**src/logic/rv32i_pkg.sv**
```systemverilog
// RV32I instruction set definitions, imported by the decoder and the testbench
package rv32i_pkg;

    typedef logic [31:0] word_t;
    typedef logic [4:0]  reg_idx_t;
    typedef logic [6:0]  opcode_t;
    typedef logic [2:0]  funct3_t;

    // only the opcodes this issue stage accepts, control flow is not handled
    localparam opcode_t OP_IMM   = 7'b0010011;
    localparam opcode_t OP_REG   = 7'b0110011;
    localparam opcode_t OP_LUI   = 7'b0110111;
    localparam opcode_t OP_AUIPC = 7'b0010111;
    localparam opcode_t OP_LOAD  = 7'b0000011;
    localparam opcode_t OP_STORE = 7'b0100011;

    localparam funct3_t F3_ADD  = 3'b000;  // also sub when bit 30 is set in OP
    localparam funct3_t F3_SLL  = 3'b001;
    localparam funct3_t F3_SLT  = 3'b010;
    localparam funct3_t F3_SLTU = 3'b011;
    localparam funct3_t F3_XOR  = 3'b100;
    localparam funct3_t F3_SR   = 3'b101;  // srl, or sra with bit 30
    localparam funct3_t F3_OR   = 3'b110;
    localparam funct3_t F3_AND  = 3'b111;

endpackage

```
**src/logic/ooo_pkg.sv**
```systemverilog
// out-of-order machine types shared by the issue stage modules and the testbench
package ooo_pkg;

    localparam int NUM_TAGS = 8;
    localparam int TAG_W    = $clog2(NUM_TAGS);

    // tag 0 never names a ROB entry, it marks an operand whose value is present
    typedef logic [TAG_W-1:0]    tag_t;
    typedef logic [NUM_TAGS-1:0] tag_mask_t;

    // result value held by the ROB for each tag
    typedef rv32i_pkg::word_t [NUM_TAGS-1:0] tag_vals_t;

    typedef enum logic [1:0] {
        UNIT_NONE = 2'd0,
        UNIT_ALU  = 2'd1,
        UNIT_CMP  = 2'd2,
        UNIT_LSB  = 2'd3
    } unit_t;

    // codes follow funct3 so most ops are a direct cast, sub and sra take the
    // two codes that slt and sltu leave free
    typedef enum logic [2:0] {
        ALU_ADD = 3'd0,
        ALU_SLL = 3'd1,
        ALU_SUB = 3'd2,
        ALU_SRA = 3'd3,
        ALU_XOR = 3'd4,
        ALU_SRL = 3'd5,
        ALU_OR  = 3'd6,
        ALU_AND = 3'd7
    } alu_op_t;

    typedef enum logic {
        ROB_REG = 1'b0,
        ROB_ST  = 1'b1
    } rob_op_t;

endpackage

```
**src/logic/dispatch_regs.sv**
```systemverilog
// registered dispatch to the ROB and the three reservation stations, one cycle after issue
`timescale 1ns/100ps

module dispatch_regs (
    input  logic                clk,
    input  logic                rst,
    input  logic                i_issue,
    input  ooo_pkg::unit_t      i_unit,
    input  ooo_pkg::alu_op_t    i_alu_op,
    input  logic                i_cmp_unsigned,
    input  logic                i_is_store,
    input  rv32i_pkg::funct3_t  i_funct3,
    input  rv32i_pkg::word_t    i_imm,
    input  logic                i_use_imm,
    input  logic                i_use_pc,
    input  logic                i_zero_rs1,
    input  rv32i_pkg::reg_idx_t i_rd,
    input  rv32i_pkg::word_t    i_pc,
    input  ooo_pkg::tag_t       i_qj,
    input  ooo_pkg::tag_t       i_qk,
    input  rv32i_pkg::word_t    i_vj,
    input  rv32i_pkg::word_t    i_vk,
    input  ooo_pkg::tag_t       i_tag,
    output logic                o_rob_valid,
    output ooo_pkg::rob_op_t    o_rob_op,
    output rv32i_pkg::reg_idx_t o_rob_dest,
    output logic                o_alu_valid,
    output rv32i_pkg::word_t    o_alu_vj,
    output rv32i_pkg::word_t    o_alu_vk,
    output ooo_pkg::tag_t       o_alu_qj,
    output ooo_pkg::tag_t       o_alu_qk,
    output ooo_pkg::alu_op_t    o_alu_op,
    output ooo_pkg::tag_t       o_alu_dest,
    output logic                o_cmp_valid,
    output rv32i_pkg::word_t    o_cmp_vj,
    output rv32i_pkg::word_t    o_cmp_vk,
    output ooo_pkg::tag_t       o_cmp_qj,
    output ooo_pkg::tag_t       o_cmp_qk,
    output logic                o_cmp_unsigned,
    output ooo_pkg::tag_t       o_cmp_dest,
    output logic                o_lsb_valid,
    output rv32i_pkg::word_t    o_lsb_vj,
    output rv32i_pkg::word_t    o_lsb_vk,
    output rv32i_pkg::word_t    o_lsb_a,
    output ooo_pkg::tag_t       o_lsb_qj,
    output ooo_pkg::tag_t       o_lsb_qk,
    output logic                o_lsb_store,
    output rv32i_pkg::funct3_t  o_lsb_funct,
    output ooo_pkg::tag_t       o_lsb_dest
);
    import rv32i_pkg::*;
    import ooo_pkg::*;

    word_t vj_op;
    word_t vk_op;
    tag_t  qj_op;
    tag_t  qk_op;

    // auipc adds to pc and lui to zero, neither waits on rs1
    assign vj_op = i_use_pc ? i_pc : (i_zero_rs1 ? '0 : i_vj);
    assign qj_op = (i_use_pc || i_zero_rs1) ? '0 : i_qj;
    assign vk_op = i_use_imm ? i_imm : i_vk;
    assign qk_op = i_use_imm ? '0 : i_qk;

    always_ff @(posedge clk) begin
        if (rst) begin
            o_rob_valid <= 1'b0;
            o_alu_valid <= 1'b0;
            o_cmp_valid <= 1'b0;
            o_lsb_valid <= 1'b0;
        end else begin
            o_rob_valid <= i_issue;
            o_alu_valid <= i_issue && (i_unit == UNIT_ALU);
            o_cmp_valid <= i_issue && (i_unit == UNIT_CMP);
            o_lsb_valid <= i_issue && (i_unit == UNIT_LSB);
        end
    end

    // payload only moves for the unit being issued to
    always_ff @(posedge clk) begin
        if (i_issue) begin
            o_rob_op   <= i_is_store ? ROB_ST : ROB_REG;
            o_rob_dest <= i_is_store ? '0 : i_rd;
        end
        if (i_issue && i_unit == UNIT_ALU) begin
            o_alu_vj   <= vj_op;
            o_alu_vk   <= vk_op;
            o_alu_qj   <= qj_op;
            o_alu_qk   <= qk_op;
            o_alu_op   <= i_alu_op;
            o_alu_dest <= i_tag;
        end
        if (i_issue && i_unit == UNIT_CMP) begin
            o_cmp_vj       <= vj_op;
            o_cmp_vk       <= vk_op;
            o_cmp_qj       <= qj_op;
            o_cmp_qk       <= qk_op;
            o_cmp_unsigned <= i_cmp_unsigned;
            o_cmp_dest     <= i_tag;
        end
        if (i_issue && i_unit == UNIT_LSB) begin
            o_lsb_vj    <= i_vj;
            o_lsb_qj    <= i_qj;
            o_lsb_vk    <= i_is_store ? i_vk : '0;  // store data, loads have none
            o_lsb_qk    <= i_is_store ? i_qk : '0;
            o_lsb_a     <= i_imm;
            o_lsb_store <= i_is_store;
            o_lsb_funct <= i_funct3;
            o_lsb_dest  <= i_tag;
        end
    end

    assert property (@(posedge clk) disable iff (rst)
        $onehot0({o_alu_valid, o_cmp_valid, o_lsb_valid}))
        else $error("more than one reservation station written in a cycle");

    // every ROB entry opened must go to exactly one unit
    assert property (@(posedge clk) disable iff (rst)
        o_rob_valid == (o_alu_valid || o_cmp_valid || o_lsb_valid))
        else $error("ROB entry and unit dispatch out of step");

endmodule

```
**src/logic/inst_decoder.sv**
```systemverilog
// combinational RV32I decoder, splits the instruction word and picks the target unit and op
`timescale 1ns/100ps

module inst_decoder (
    input  rv32i_pkg::word_t    i_inst,
    output rv32i_pkg::reg_idx_t o_rs1,
    output rv32i_pkg::reg_idx_t o_rs2,
    output rv32i_pkg::reg_idx_t o_rd,
    output ooo_pkg::unit_t      o_unit,
    output ooo_pkg::alu_op_t    o_alu_op,
    output logic                o_cmp_unsigned,
    output logic                o_is_store,
    output rv32i_pkg::funct3_t  o_funct3,
    output rv32i_pkg::word_t    o_imm,
    output logic                o_use_imm,
    output logic                o_use_pc,
    output logic                o_zero_rs1,
    output logic                o_writes_rd
);
    import rv32i_pkg::*;
    import ooo_pkg::*;

    opcode_t opcode;
    funct3_t funct3;
    logic    alt;
    word_t   imm_i;
    word_t   imm_s;
    word_t   imm_u;

    // bit 30 turns add into sub only for register operands
    function automatic alu_op_t arith_op(funct3_t f3, logic alt_bit, logic is_reg);
        alu_op_t op;
        op = alu_op_t'(f3);
        if (f3 == F3_ADD && alt_bit && is_reg) begin
            op = ALU_SUB;
        end
        if (f3 == F3_SR && alt_bit) begin
            op = ALU_SRA;
        end
        return op;
    endfunction

    assign opcode = i_inst[6:0];
    assign funct3 = i_inst[14:12];
    assign alt    = i_inst[30];
    assign o_rs1  = i_inst[19:15];
    assign o_rs2  = i_inst[24:20];
    assign o_rd   = i_inst[11:7];

    assign imm_i = {{20{i_inst[31]}}, i_inst[31:20]};
    assign imm_s = {{20{i_inst[31]}}, i_inst[31:25], i_inst[11:7]};
    assign imm_u = {i_inst[31:12], 12'h000};

    assign o_funct3       = funct3;
    assign o_cmp_unsigned = (funct3 == F3_SLTU);
    assign o_writes_rd    = (o_unit != UNIT_NONE) && !o_is_store;

    always_comb begin
        o_unit     = UNIT_NONE;
        o_alu_op   = ALU_ADD;
        o_imm      = imm_i;
        o_use_imm  = 1'b0;
        o_use_pc   = 1'b0;
        o_zero_rs1 = 1'b0;
        o_is_store = 1'b0;
        case (opcode)
            OP_REG, OP_IMM: begin
                // set-less-than goes to the compare unit, everything else to the ALU
                if (funct3 == F3_SLT || funct3 == F3_SLTU) begin
                    o_unit = UNIT_CMP;
                end else begin
                    o_unit = UNIT_ALU;
                end
                o_alu_op  = arith_op(funct3, alt, opcode == OP_REG);
                o_use_imm = (opcode == OP_IMM);
            end
            OP_LUI: begin
                o_unit     = UNIT_ALU;
                o_imm      = imm_u;
                o_use_imm  = 1'b1;
                o_zero_rs1 = 1'b1;  // computed as 0 + imm
            end
            OP_AUIPC: begin
                o_unit    = UNIT_ALU;
                o_imm     = imm_u;
                o_use_imm = 1'b1;
                o_use_pc  = 1'b1;
            end
            OP_LOAD: begin
                o_unit = UNIT_LSB;
            end
            OP_STORE: begin
                o_unit     = UNIT_LSB;
                o_imm      = imm_s;
                o_is_store = 1'b1;
            end
            default: ;
        endcase
    end

endmodule

```
**src/logic/issue_control.sv**
```systemverilog
// combinational accept, discard and issue decision for the instruction at the queue head
`timescale 1ns/100ps

module issue_control (
    input  logic                i_inst_valid,
    input  ooo_pkg::unit_t      i_unit,
    input  logic                i_writes_rd,
    input  rv32i_pkg::reg_idx_t i_rd,
    input  ooo_pkg::tag_t       i_free_tag,
    input  logic                i_alu_ready,
    input  logic                i_cmp_ready,
    input  logic                i_lsb_ready,
    output logic                o_inst_ready,
    output logic                o_issue,
    output logic                o_load_tag,
    output ooo_pkg::tag_t       o_tag
);
    import ooo_pkg::*;

    logic discard;
    logic unit_ready;
    logic can_issue;

    always_comb begin
        case (i_unit)
            UNIT_ALU: unit_ready = i_alu_ready;
            UNIT_CMP: unit_ready = i_cmp_ready;
            UNIT_LSB: unit_ready = i_lsb_ready;
            default:  unit_ready = 1'b0;
        endcase
    end

    // unknown opcodes and writes to x0 have no effect, so they leave the queue at once
    assign discard   = (i_unit == UNIT_NONE) || (i_writes_rd && i_rd == '0);
    assign can_issue = (i_free_tag != '0) && unit_ready;  // free tag 0 means the ROB is full

    assign o_issue      = i_inst_valid && !discard && can_issue;
    assign o_inst_ready = i_inst_valid && (discard || can_issue);
    assign o_load_tag   = o_issue && i_writes_rd;
    assign o_tag        = o_load_tag ? i_free_tag : '0;

endmodule

```
**src/logic/issue_top.sv**
```systemverilog
// issue stage top level, connects decoder, bypass, issue control and dispatch registers
`timescale 1ns/100ps

module issue_top (
    input  logic                clk,
    input  logic                rst,
    input  logic                i_inst_valid,
    input  rv32i_pkg::word_t    i_pc,
    input  rv32i_pkg::word_t    i_inst,
    output logic                o_inst_ready,
    output rv32i_pkg::reg_idx_t o_rs1,
    output rv32i_pkg::reg_idx_t o_rs2,
    input  ooo_pkg::tag_t       i_reg_qj,
    input  ooo_pkg::tag_t       i_reg_qk,
    input  rv32i_pkg::word_t    i_reg_vj,
    input  rv32i_pkg::word_t    i_reg_vk,
    output logic                o_load_tag,
    output ooo_pkg::tag_t       o_tag,
    output rv32i_pkg::reg_idx_t o_rd,
    input  ooo_pkg::tag_t       i_free_tag,
    input  ooo_pkg::tag_mask_t  i_rob_ready,
    input  ooo_pkg::tag_vals_t  i_rob_vals,
    output logic                o_rob_valid,
    output ooo_pkg::rob_op_t    o_rob_op,
    output rv32i_pkg::reg_idx_t o_rob_dest,
    input  logic                i_alu_ready,
    input  logic                i_cmp_ready,
    input  logic                i_lsb_ready,
    output logic                o_alu_valid,
    output rv32i_pkg::word_t    o_alu_vj,
    output rv32i_pkg::word_t    o_alu_vk,
    output ooo_pkg::tag_t       o_alu_qj,
    output ooo_pkg::tag_t       o_alu_qk,
    output ooo_pkg::alu_op_t    o_alu_op,
    output ooo_pkg::tag_t       o_alu_dest,
    output logic                o_cmp_valid,
    output rv32i_pkg::word_t    o_cmp_vj,
    output rv32i_pkg::word_t    o_cmp_vk,
    output ooo_pkg::tag_t       o_cmp_qj,
    output ooo_pkg::tag_t       o_cmp_qk,
    output logic                o_cmp_unsigned,
    output ooo_pkg::tag_t       o_cmp_dest,
    output logic                o_lsb_valid,
    output rv32i_pkg::word_t    o_lsb_vj,
    output rv32i_pkg::word_t    o_lsb_vk,
    output rv32i_pkg::word_t    o_lsb_a,
    output ooo_pkg::tag_t       o_lsb_qj,
    output ooo_pkg::tag_t       o_lsb_qk,
    output logic                o_lsb_store,
    output rv32i_pkg::funct3_t  o_lsb_funct,
    output ooo_pkg::tag_t       o_lsb_dest
);
    import rv32i_pkg::*;
    import ooo_pkg::*;

    reg_idx_t dec_rd;
    unit_t    dec_unit;
    alu_op_t  dec_alu_op;
    logic     dec_cmp_unsigned;
    logic     dec_is_store;
    funct3_t  dec_funct3;
    word_t    dec_imm;
    logic     dec_use_imm;
    logic     dec_use_pc;
    logic     dec_zero_rs1;
    logic     dec_writes_rd;
    tag_t     byp_qj;
    tag_t     byp_qk;
    word_t    byp_vj;
    word_t    byp_vk;
    logic     issue;

    inst_decoder u_inst_decoder (
        .i_inst         (i_inst),
        .o_rs1          (o_rs1),
        .o_rs2          (o_rs2),
        .o_rd           (dec_rd),
        .o_unit         (dec_unit),
        .o_alu_op       (dec_alu_op),
        .o_cmp_unsigned (dec_cmp_unsigned),
        .o_is_store     (dec_is_store),
        .o_funct3       (dec_funct3),
        .o_imm          (dec_imm),
        .o_use_imm      (dec_use_imm),
        .o_use_pc       (dec_use_pc),
        .o_zero_rs1     (dec_zero_rs1),
        .o_writes_rd    (dec_writes_rd)
    );

    operand_bypass u_operand_bypass (
        .o_qj (byp_qj),
        .o_qk (byp_qk),
        .o_vj (byp_vj),
        .o_vk (byp_vk),
        .*
    );

    issue_control u_issue_control (
        .i_inst_valid (i_inst_valid),
        .i_unit       (dec_unit),
        .i_writes_rd  (dec_writes_rd),
        .i_rd         (dec_rd),
        .i_free_tag   (i_free_tag),
        .i_alu_ready  (i_alu_ready),
        .i_cmp_ready  (i_cmp_ready),
        .i_lsb_ready  (i_lsb_ready),
        .o_inst_ready (o_inst_ready),
        .o_issue      (issue),
        .o_load_tag   (o_load_tag),
        .o_tag        (o_tag)
    );

    // the register file only sees rd when it is really being renamed
    assign o_rd = o_load_tag ? dec_rd : '0;

    // stores also take a ROB entry, so the free tag goes to dispatch directly
    dispatch_regs u_dispatch_regs (
        .i_issue        (issue),
        .i_unit         (dec_unit),
        .i_alu_op       (dec_alu_op),
        .i_cmp_unsigned (dec_cmp_unsigned),
        .i_is_store     (dec_is_store),
        .i_funct3       (dec_funct3),
        .i_imm          (dec_imm),
        .i_use_imm      (dec_use_imm),
        .i_use_pc       (dec_use_pc),
        .i_zero_rs1     (dec_zero_rs1),
        .i_rd           (dec_rd),
        .i_qj           (byp_qj),
        .i_qk           (byp_qk),
        .i_vj           (byp_vj),
        .i_vk           (byp_vk),
        .i_tag          (i_free_tag),
        .*
    );

    // a rename at the register file is always followed by the matching ROB entry
    assert property (@(posedge clk) disable iff (rst)
        o_load_tag |=> o_rob_valid && o_rob_dest == $past(o_rd))
        else $error("renamed register without a matching ROB entry");

endmodule

```
**src/logic/operand_bypass.sv**
```systemverilog
// combinational forwarding of finished ROB results into both source operands
`timescale 1ns/100ps

module operand_bypass (
    input  ooo_pkg::tag_t      i_reg_qj,
    input  ooo_pkg::tag_t      i_reg_qk,
    input  rv32i_pkg::word_t   i_reg_vj,
    input  rv32i_pkg::word_t   i_reg_vk,
    input  ooo_pkg::tag_mask_t i_rob_ready,
    input  ooo_pkg::tag_vals_t i_rob_vals,
    output ooo_pkg::tag_t      o_qj,
    output ooo_pkg::tag_t      o_qk,
    output rv32i_pkg::word_t   o_vj,
    output rv32i_pkg::word_t   o_vk
);
    import ooo_pkg::*;

    logic hit_j;
    logic hit_k;

    // the register file still waits on the tag, but the ROB already has the value
    assign hit_j = (i_reg_qj != '0) && i_rob_ready[i_reg_qj];
    assign hit_k = (i_reg_qk != '0) && i_rob_ready[i_reg_qk];

    assign o_qj = hit_j ? '0 : i_reg_qj;
    assign o_vj = hit_j ? i_rob_vals[i_reg_qj] : i_reg_vj;

    assign o_qk = hit_k ? '0 : i_reg_qk;
    assign o_vk = hit_k ? i_rob_vals[i_reg_qk] : i_reg_vk;

endmodule

```
**config.mk**
```make
export PLATFORM = sky130hd
export DESIGN_NAME = issue_top
export DESIGN_NICKNAME = d
export VERILOG_FILES = /design/src/logic/rv32i_pkg.sv /design/src/logic/ooo_pkg.sv /design/src/logic/dispatch_regs.sv /design/src/logic/inst_decoder.sv /design/src/logic/issue_control.sv /design/src/logic/issue_top.sv /design/src/logic/operand_bypass.sv
export SDC_FILE = /design/constraint.sdc
export NUM_CORES = 1
export LEC_CHECK = 0
export BUFFER_PORTS_ARGS = -buffer_cell sky130_fd_sc_hd__buf_2
export CORE_AREA = 4 4 268 270
export DETAILED_ROUTE_END_ITERATION = 6
export DIE_AREA = 0 0 272 274
export PLACE_DENSITY = 0.43
export SLEW_MARGIN = 20
export SYNTH_ARGS = -nofsm -noshare
export SYNTH_HDL_FRONTEND = slang
export SYNTH_SLANG_ARGS = --single-unit
```
**constraint.sdc**
```tcl
create_clock -name clk -period 9.5 [get_ports clk]
set_clock_uncertainty 0.05 [all_clocks]
set_input_delay 0.475 -clock clk [delete_from_list [all_inputs] [get_ports clk]]
set_output_delay 0.475 -clock clk [all_outputs]
set_load 0.05 [all_outputs]
```
### Word-level counts from Yosys, hierarchy flattened

Index checks and enable logic that the tools add are counted.
W data, S select, Z words.

* register bits after elaboration: 269
* bits in latches: 0
* bits in writable memories: 0
* ROM bits: 0
* bits of input ports: 407
* output and inout port bits: 289
* word-level logic and storage cells: 104
* memories kept: 0

* add/subtract/negate cells: 0
* multipliers: 0
* div/mod/pow operators: 0
* order comparisons: 2
* equal/unequal tests: 12
* shift operators: 0
* multiplexer cells: 30
* bitwise operators: 1
* reduce and logical (&&, ||, !) cells: 32

Operator list (count)
* $mux W32: 7
* $bmux W32 S3: 2
* $pmux W31 S2: 1
* $eq A7 B6 Y1 const B: 3
* $logic_and A1 B1 Y1: 15
* $mux W3: 5
* $eq A7 B5 Y1 const B: 2
* $reduce_bool A3 Y1: 3
* $lt A3 B4 Y1 const B: 2
* $eq A7 B2 Y1 const B: 1
* $bmux W1 S3: 2
* $eq A3 B2 Y1 const B: 2
* $mux W1: 6
* $mux W2: 3
* $pmux W2 S3: 1
* $reduce_or A2 Y1: 3
* $logic_not A5 Y1: 1
* $mux W5: 1
* $eq A2 B2 Y1 const B: 2
* $logic_or A1 B1 Y1: 4
* $eq A3 B3 Y1 const B: 1
* $logic_not A3 Y1: 1
* $pmux W1 S3: 1
* $reduce_or A3 Y1: 1
* other kinds (6): 7

### Longest topological paths before layout

Gate-level depths: netlist (run 1).

* depth in word-level cells: 13
* gate-level depth with buffers: 8
* mapped depth without buffers: 5

### Cells and area by module

A second synthesis (run 1) with hierarchy kept.

* cell total of the unflattened synthesis: 951
* area total of the unflattened synthesis: 14845.5 um^2

By module, submodules not included
* dispatch_regs: times used 1, cells each 403, area an instance 9277.6 um^2, seq. area each 8037.7 um^2
* operand_bypass: times used 1, cells each 428, area an instance 4759.6 um^2, seq. area each 0.0 um^2
* inst_decoder: times used 1, cells each 98, area an instance 649.4 um^2, seq. area each 0.0 um^2
* issue_control: times used 1, cells each 17, area an instance 127.6 um^2, seq. area each 0.0 um^2
* issue_top: times used 1, cells each 5, area an instance 31.3 um^2, seq. area each 0.0 um^2

### Worst setup path after synthesis (run 1)

No wires, ideal clock.

* kind: input to register
* start point: in i_inst[6]
* end point: reg u_dispatch_regs.o_alu_dest[0], enable pin
* library setup time: 622 ps
* data arrival time: 7243 ps
* data required time: 8828 ps
* setup slack: 1585 ps
* stages: 4
* buffers on the path: 0
* cells stage by stage: and4bb_2 -> o21ai_0 -> nor3_1 -> nor3b_1

* longest elaborated chain between the ends: 11
* elaborated cells on any way between the ends: 26
* classes of those cells: 9 x eq/ne; 3 x mux; 14 x reduce/logical

RTL lines
* start: declaration: line issue_top.sv:9 `input rv32i_pkg::word_t i_inst,`
* $eq A7 B2 Y1 (tied with other cells): line inst_decoder.sv:66 `case (opcode)`
* $reduce_or A2 Y1, on equally long branches
* $pmux W2 S3: line inst_decoder.sv:66
* $reduce_bool A2 Y1: line inst_decoder.sv:56 `assign o_writes_rd = (o_unit != UNIT_NONE) && !o_is_store;`
* $logic_and A1 B1 Y1: line inst_decoder.sv:56
* $logic_and A1 B1 Y1: line issue_control.sv:34 `assign discard = (i_unit == UNIT_NONE) || (i_writes_rd && i_rd == '0);`
* $logic_or A1 B1 Y1: line issue_control.sv:34
* $logic_not A1 Y1: line issue_control.sv:37 `assign o_issue = i_inst_valid && !discard && can_issue;`
* $logic_and A1 B1 Y1: line issue_control.sv:37
* $logic_and A1 B1 Y1 (*): line issue_control.sv:37
* net issue: line issue_top.sv:71 `logic issue;`
* $logic_and A1 B1 Y1 (*): line dispatch_regs.sv:85 `if (i_issue && i_unit == UNIT_ALU) begin`
* end signal: assignment: line dispatch_regs.sv:91 `o_alu_dest <= i_tag;`
* end: declaration: line dispatch_regs.sv:33 `output ooo_pkg::tag_t o_alu_dest,`

The timed path passes the listed nets; every way through them passes the cells marked *.
A chain may end at the register's enable or synchronous reset.

### Final worst setup path (run 1)

* start point: in i_inst[2]
* end point: reg u_dispatch_regs.o_alu_vj[18], enable pin

* longest elaborated chain between the ends: 11
* elaborated cells on any way between the ends: 26
* classes of those cells: 9 x eq/ne; 3 x mux; 14 x reduce/logical

RTL lines
* $eq A7 B2 Y1 (tied with other cells): line inst_decoder.sv:66
* $reduce_or A2 Y1, on equally long branches
* $pmux W2 S3: line inst_decoder.sv:66
* $reduce_bool A2 Y1: line inst_decoder.sv:56
* $logic_and A1 B1 Y1: line inst_decoder.sv:56
* $logic_and A1 B1 Y1: line issue_control.sv:34
* $logic_or A1 B1 Y1: line issue_control.sv:34
* $logic_not A1 Y1: line issue_control.sv:37
* $logic_and A1 B1 Y1: line issue_control.sv:37
* $logic_and A1 B1 Y1 (*): line issue_control.sv:37
* net issue: line issue_top.sv:71
* $logic_and A1 B1 Y1 (*): line dispatch_regs.sv:85
* end signal: assignment: line dispatch_regs.sv:86 `o_alu_vj <= vj_op;`
* end: declaration: line dispatch_regs.sv:28 `output rv32i_pkg::word_t o_alu_vj,`

Marks and branches as above.

==> results of run 1 <==
==> per-layer routing <==
metal	routed length [µm]	vias to the layer above
met5	196	-
met4	2719	34
met3	5838	125
met2	40050	577
met1	27520	6322
li1	-	5489
==> flip-flops by register name, summed over array words and instances, names as in the netlist, 3 cells and up <==
| register | count |
|---|---|
| u_dispatch_regs.o_alu_qk | 3 |
| u_dispatch_regs.o_lsb_qj | 3 |
| u_dispatch_regs.o_alu_vk | 32 |
| u_dispatch_regs.o_alu_dest | 3 |
| u_dispatch_regs.o_lsb_funct | 3 |
| u_dispatch_regs.o_rob_dest | 5 |
| u_dispatch_regs.o_lsb_qk | 3 |
| u_dispatch_regs.o_alu_vj | 32 |
| u_dispatch_regs.o_lsb_a | 32 |
| u_dispatch_regs.o_lsb_vk | 32 |
| u_dispatch_regs.o_lsb_vj | 32 |
| u_dispatch_regs.o_alu_op | 3 |
| u_dispatch_regs.o_cmp_qj | 3 |
| u_dispatch_regs.o_lsb_dest | 3 |
| u_dispatch_regs.o_cmp_vk | 32 |
| u_dispatch_regs.o_cmp_qk | 3 |
| u_dispatch_regs.o_cmp_vj | 32 |
| u_dispatch_regs.o_alu_qj | 3 |
| u_dispatch_regs.o_cmp_dest | 3 |
==> per-stage QoR <==
step,hold WS (ns),utilization [%]
2_1_floorplan,0.4966,-
3_3_place_gp,0.6042,28.23
3_5_place_dp,0.6036,28.23
4_1_cts,0.01852,29.77
5_1_grt,0.04686,29.80
6_report,0.07145,29.81
==> final cells by class <==
cell class	instances	area, µm²
clock buffers	47	920.9
flip-flops and latches	269	8038
fillers	7199	48810
inverters	23	86.33
well taps	940	1176
multi-input cells	646	6700
repair buffers	715	3641
diodes	8	20.02
clock inverters	13	151.4
==> layout by cell type, fill, tap and decap left out, types with 2 or more instances in the layout <==
master     instances
buf_4             25
clkinv_1           3
nand2_2            2
clkinv_2           5
edfxtp_1         265
inv_1             23
nor3b_1           33
clkbuf_1          12
bufinv_16          2
nand2_1           54
diode_2            8
clkbuf_16         35
mux2_2            13
nor4_1             3
a22oi_1           50
buf_2            690
a21o_1            51
a21oi_1           65
nor2_1            16
o21ai_4            2
o21a_1             2
nor2b_1            9
or4_1              2
nand3b_1           2
o22a_1            19
nor3_1             4
o31ai_1            2
dfxtp_1            4
and2_1            44
and3_1             4
mux2i_1          106
o21ai_0           10
mux4_2           131
nand2b_1           3
nor3_4             2
==> worst min path at each step <==
stage,start,to,slack [ns]
floorplan,rst,u_dispatch_regs.o_cmp_valid$_SDFF_PP0_,0.50
global placement,rst,u_dispatch_regs.o_cmp_valid$_SDFF_PP0_,0.60
detailed placement,rst,u_dispatch_regs.o_cmp_valid$_SDFF_PP0_,0.60
CTS,rst,u_dispatch_regs.o_cmp_valid$_SDFF_PP0_,0.02
global route,rst,u_dispatch_regs.o_cmp_valid$_SDFF_PP0_,0.05
finish,rst,u_dispatch_regs.o_cmp_valid$_SDFF_PP0_,0.07
==> kinds of logic (layout without fill, tap and decap cells) <==
family,Yosys count,after routing,share of synthesized area [%]
AO/OA/AOI/OAI,208,208,9.153
buffers and inverters,124,798,4.114
flip-flops,269,269,52.55
multiplexers,251,251,27.33
other,0,8,0
AND/OR/NAND/NOR,187,187,6.855
==> power breakdown <==
group,total (µW),internal (µW),leakage (µW),switching (µW)
Combinational,572,251,0.00547,321
Sequential,1320,1320,0.00234,0.568
Clock,1250,740,0.000521,508
Total,3140,2310,0.00833,830
==> flow_summary.toml, run 1 <==
[sta]
finalHoldViolCount = 0
period_needed_ns = 4.116
rsz0062_at_grt = "no"
fmax_ghz = 0.2429
slew_headroom_pct = 27.99
setup_violations = 0
maxSlewViolCount = 0
fin_crit_sh_pct = 43.33
setup_ws_ns = 5.384
finalSetupTns_ns = 0
worstMarginPinSlew_ns = 1.080

[grt]
grt_usage_pct = 19.50
grtUsageMet3_pct = 5.959
grt_pass1_wl_um = 103200
grt_pass1_vias = 13240
met1_usage_pct = 21.07
grtUsageMet2_pct = 36.14
top_usage_layer = "met2"
grt_max_degree = 69
antenna_found_initial = 33
grt-ovfl-total = 0

[hold_path]
hold_class = "input pin to flop"
worstHoldPathCells = 2

[logic_synthesis]
avgSynthCellArea_um2 = 14.72
syn_nets = 1446
synth_edf_count = 265
ys_top_cells_by_count = "edfxtp_1, mux4_2, mux2i_1"
yosysWarnings = 0
syn_area_um2 = 15300
yosysTopAreaCell = "edfxtp_1"
netlist.area_leader.share_pct = 52.02
synth_ff_type = "edfxtp_1"
synthCells = 1039
ys_types = 43
synthArstFlopShare_pct = 0
ys_ff_latch = 269
synth_seq_area_share_pct = 52.55
synth_most_common_cell = "edfxtp_1"
synth.area.top_cells = "edfxtp_1, mux4_2, mux2i_1"

[die]
dieArea_um2 = 74530
core_um2 = 69540
ioPinCount = 696
fp.dieH_um = 274
die_w_um = 272
start_util_pct = 21.99
num_rows = 97

[detailed_routing]
totalWireLength_um = 76320
drtIter0Drc = 719
via_per_inst = 4.715
drc = 0
drtPass1Iterations = 4
dr_total_vias = 12550
ant_nets = 0
wl_per_cell_um = 28.68

[clock_network]
holdBufCountCts = 0
post_cts_buffers = 0
cts_max_path_buffers = 3
cts_resized = 0
cts_sinks = 269
cts_tree = "done"
cts_htree_levels = 2
cts_root_buf = "clkbuf_16"
cts.clk_slew.worst_paths_ns = 0.05
cts_buffers = 35

[power]
ir_drop_v = 0.0001019
p_leak_uw = 0.008326
total_power_uw = 3144
p_per_area_nw_per_um2 = 151.7

[layout]
area_growth_pct = 35.55
nets = 2097
final_area_um2 = 20730
final_cells = 2661
drive_gt1_share_pct = 53.77

[place]
hpwl_um = 60990
post-place-ws_ns = 4.790
place_area_um2 = 19630
place_congestion = 0.9639
portBuffers = 694
placed_cells = 2593

[worst_setup_path]
critPathKind = "input pin to flop"
crit_path_start = "i_inst[2]"
crit_path_end = "u_dispatch_regs.o_alu_vj[18]$_DFFE_PP_"
cp_slowest_cell = "nor3_1"
path_cells = "buf_2 > nor3b_1 > o22ai_1 > a41oi_1 > nor3_1 > nor3b_2 > buf_4 > buf_4"
required_ns = 9.59
cpMostUsedCell = "buf_4"
cp_top_family = "buffers and inverters"
slowest_delay_ns = 0.87
cp-end-kind = "flop"
cp.depth = 8
crit_arrival_ns = 4.21
critPathMaxFanout = 51
crit_buf_inv = 3
startpoint_type = "input pin"

[outcome]
outcome = "finished clean"

[run]
maxCapViolCount = 0
Power figures use the tool's default switching activity.
==> run 2: changes to the inputs <==
Settings changed: ABC_AREA set to 1, CORE_AREA 4 4 268 270 to 4 4 272 274, DIE_AREA 0 0 272 274 to 0 0 276 278, PLACE_DENSITY 0.43 to 0.42.
Clock period 9.5 ns to 4.1 ns, I/O delays scaled along.
==> flow_summary.toml, run 2 <==
[layout]
final_area_um2 = 21890
mostFrequentLayoutCells = "buf_2, nand2_1, edfxtp_1, inv_1, nand3_1"
area_growth_pct = 39.01
n_fill_cell = 7752
nets = 2955
drive_gt1_share_pct = 33.37
layout_commonest_cell = "buf_2"

[power]
p_clk_share_pct = 40.4
p_per_area_nw_per_um2 = 339.3
seqPwrFrac_pct = 41.3
switching_power_uw = 2137
switching_share_pct = 28.77
p_leak_uw = 0.009639
comb_power_share_pct = 18.3
internal_power_uw = 5291
ir_drop_v = 0.0002073

[detailed_routing]
totalWireLength_um = 83180
drtPass1Iterations = 5
ant_nets = 0
drc = 0
dr_total_vias = 16800
wl_per_cell_um = 23.51
via_per_inst = 4.748
drtIter0Drc = 1248

[worst_setup_path]
critPathMaxFanout = 31
critPathKind = "input pin to flop"
crit_buf_inv = 5
startpoint_type = "input pin"
cpMostUsedCell = "nand2_1"
required_ns = 4.25
cp-end-kind = "flop"
crit_arrival_ns = 2.97
path_cells = "dlygate4sd3_1 > buf_2 > inv_1 > nand2_1 > nand2_1 > nand3_1 > inv_1 > nand4_1 > nand2_1 > nand3_1 > nor2_4 > buf_12"
cp_slowest_cell = "nor2_4"
cp_top_family = "simple AND/OR/NAND/NOR gates"
slowest_delay_ns = 0.62

[die]
fp.dieH_um = 278
ioPinCount = 696
num_rows = 98
dieArea_um2 = 76730
core_um2 = 71360
start_util_pct = 22.07
die_w_um = 276

[logic_synthesis]
synthCells = 1851
syn_area_um2 = 15750
ys_top_cells_by_count = "nand2_1, edfxtp_1, inv_1"
yosysTopAreaCell = "edfxtp_1"
yosysWarnings = 0
synthArstFlopShare_pct = 0
avgSynthCellArea_um2 = 8.509
syn_nets = 2258
ys_types = 31
synth_ff_type = "edfxtp_1"
synth_most_common_cell = "nand2_1"
ys_ff_latch = 269
synth_edf_count = 265
synth.area.top_cells = "edfxtp_1, nand2_1, nand3_1"
netlist.area_leader.share_pct = 50.52
synth_seq_area_share_pct = 51.03

[run]
maxCapViolCount = 0

[grt]
grtUsageMet2_pct = 37.36
grt_pass1_vias = 17060
grtUsageMet3_pct = 3.339
grt-ovfl-total = 0
met1_usage_pct = 25.18
top_usage_layer = "met2"
antenna_found_initial = 18
grt_max_degree = 122
grt_pass1_wl_um = 118300
grt_usage_pct = 20.54

[sta]
rsz0062_at_grt = "no"
fmax_ghz = 0.3546
setup_violations = 0
finalSetupTns_ns = 0
finalHoldViolCount = 0
period_needed_ns = 2.820
worstMarginPinSlew_ns = 0.9771
slew_headroom_pct = 34.42
whs_ns = 0.04193
fin_crit_sh_pct = 68.79
maxSlewViolCount = 0

[hold_path]
hold_class = "input pin to flop"

[clock_network]
cts_root_buf = "clkbuf_16"
cts_max_path_buffers = 3
cts_htree_levels = 2
cts_sinks = 269
cts.clk_slew.worst_paths_ns = 0.05
cts_buffers = 36
cts_resized = 0
cts_tree = "done"
post_cts_buffers = 0

[place]
place_congestion = 0.9226
portBuffers = 694
place_area_um2 = 19940
hpwl_um = 63980

[outcome]
outcome = "finished clean"
-- run 2: cell count changes after synthesis, moves of 45 or more --
| cell | previous run | this run |
|---|---|---|
| a21o_1 | 51 | 0 |
| a21oi_1 | 66 | 193 |
| a22oi_1 | 50 | 0 |
| and2_1 | 45 | 0 |
| inv_1 | 23 | 202 |
| mux2i_1 | 106 | 0 |
| mux4_2 | 131 | 0 |
| nand2_1 | 56 | 445 |
| nand3_1 | 1 | 196 |
| nor2_1 | 17 | 109 |
| o211ai_1 | 0 | 101 |
-- run 2: what timing repair did --
| action | 4_1_cts | 5_1_grt |
|---|---|---|
| endpoints found under the setup margin | 0 | 0 |
| hold buffers | 82 | 0 |
| hold endpoints to repair | 121 | 0 |
-- run 2: cells by family after synthesis --
logic type / share of synthesized area, %
AO/OA/AOI/OAI: 18.33
buffers and inverters: 10.36
flip-flops: 51.03
AND/OR/NAND/NOR: 20.28
-- run 2: metal layers --
layer	share of wire [%]	vias to the layer above	wire length, µm
li1	-	7762	-
met1	40	8209	33550
met2	52	713	42850
met3	5.8	109	4831
met4	2.3	6	1910
met5	0.042	-	35
-- run 2: power groups by stage --
stage                     clock network, µW  logic [µW]  registers [µW]
after CTS                              3080        1380            3070
final                                  3000        1360            3070
after global routing                   3200        1510            3060
after global placement                    0        1290            3120
after detailed placement                  0        1310            3120
after floorplan                           0         741            3120
-- run 2: area by class of cell --
| cell class | count | area (µm²) | share of cell area, % |
|---|---|---|---|
| inverter | 208 | 793.3 | 3.623 |
| multi-input combinational | 1227 | 6128 | 27.99 |
| clock buffer | 49 | 949.7 | 4.337 |
| antenna | 14 | 35.03 | 0.1600 |
| timing repair buffer | 806 | 4612 | 21.06 |
| sequential | 269 | 8038 | 36.71 |
| tap | 950 | 1189 | 5.429 |
| clock inverter | 15 | 150.1 | 0.6858 |
-- run 2: path summary, 6_finish.rpt --
check                   start                                         to  slack [ns]  depth (start not counted)
setup / recovery   i_inst[14]     u_dispatch_regs.o_cmp_vj[14]$_DFFE_PP_        1.28                         12
hold / removal    i_reg_vk[3]  u_dispatch_regs.o_lsb_vk[3]$_SDFFCE_PP0P_        0.04                          5
-- run 2: per-stage QoR --
| stage | power (µW) | setup slack [ns] | instances | util (%) |
|---|---|---|---|---|
| after floorplan | 3865 | -0.4031 | 1851 | - |
| after global placement | 4409 | 1.118 | 3378 | 27.94 |
| after detailed placement | 4429 | 1.077 | 3378 | 27.94 |
| after CTS | 7519 | 1.277 | 3524 | 30.63 |
| after global routing | 7767 | 1.072 | 3534 | 30.67 |
| final | 7428 | 1.280 | 3538 | 30.68 |
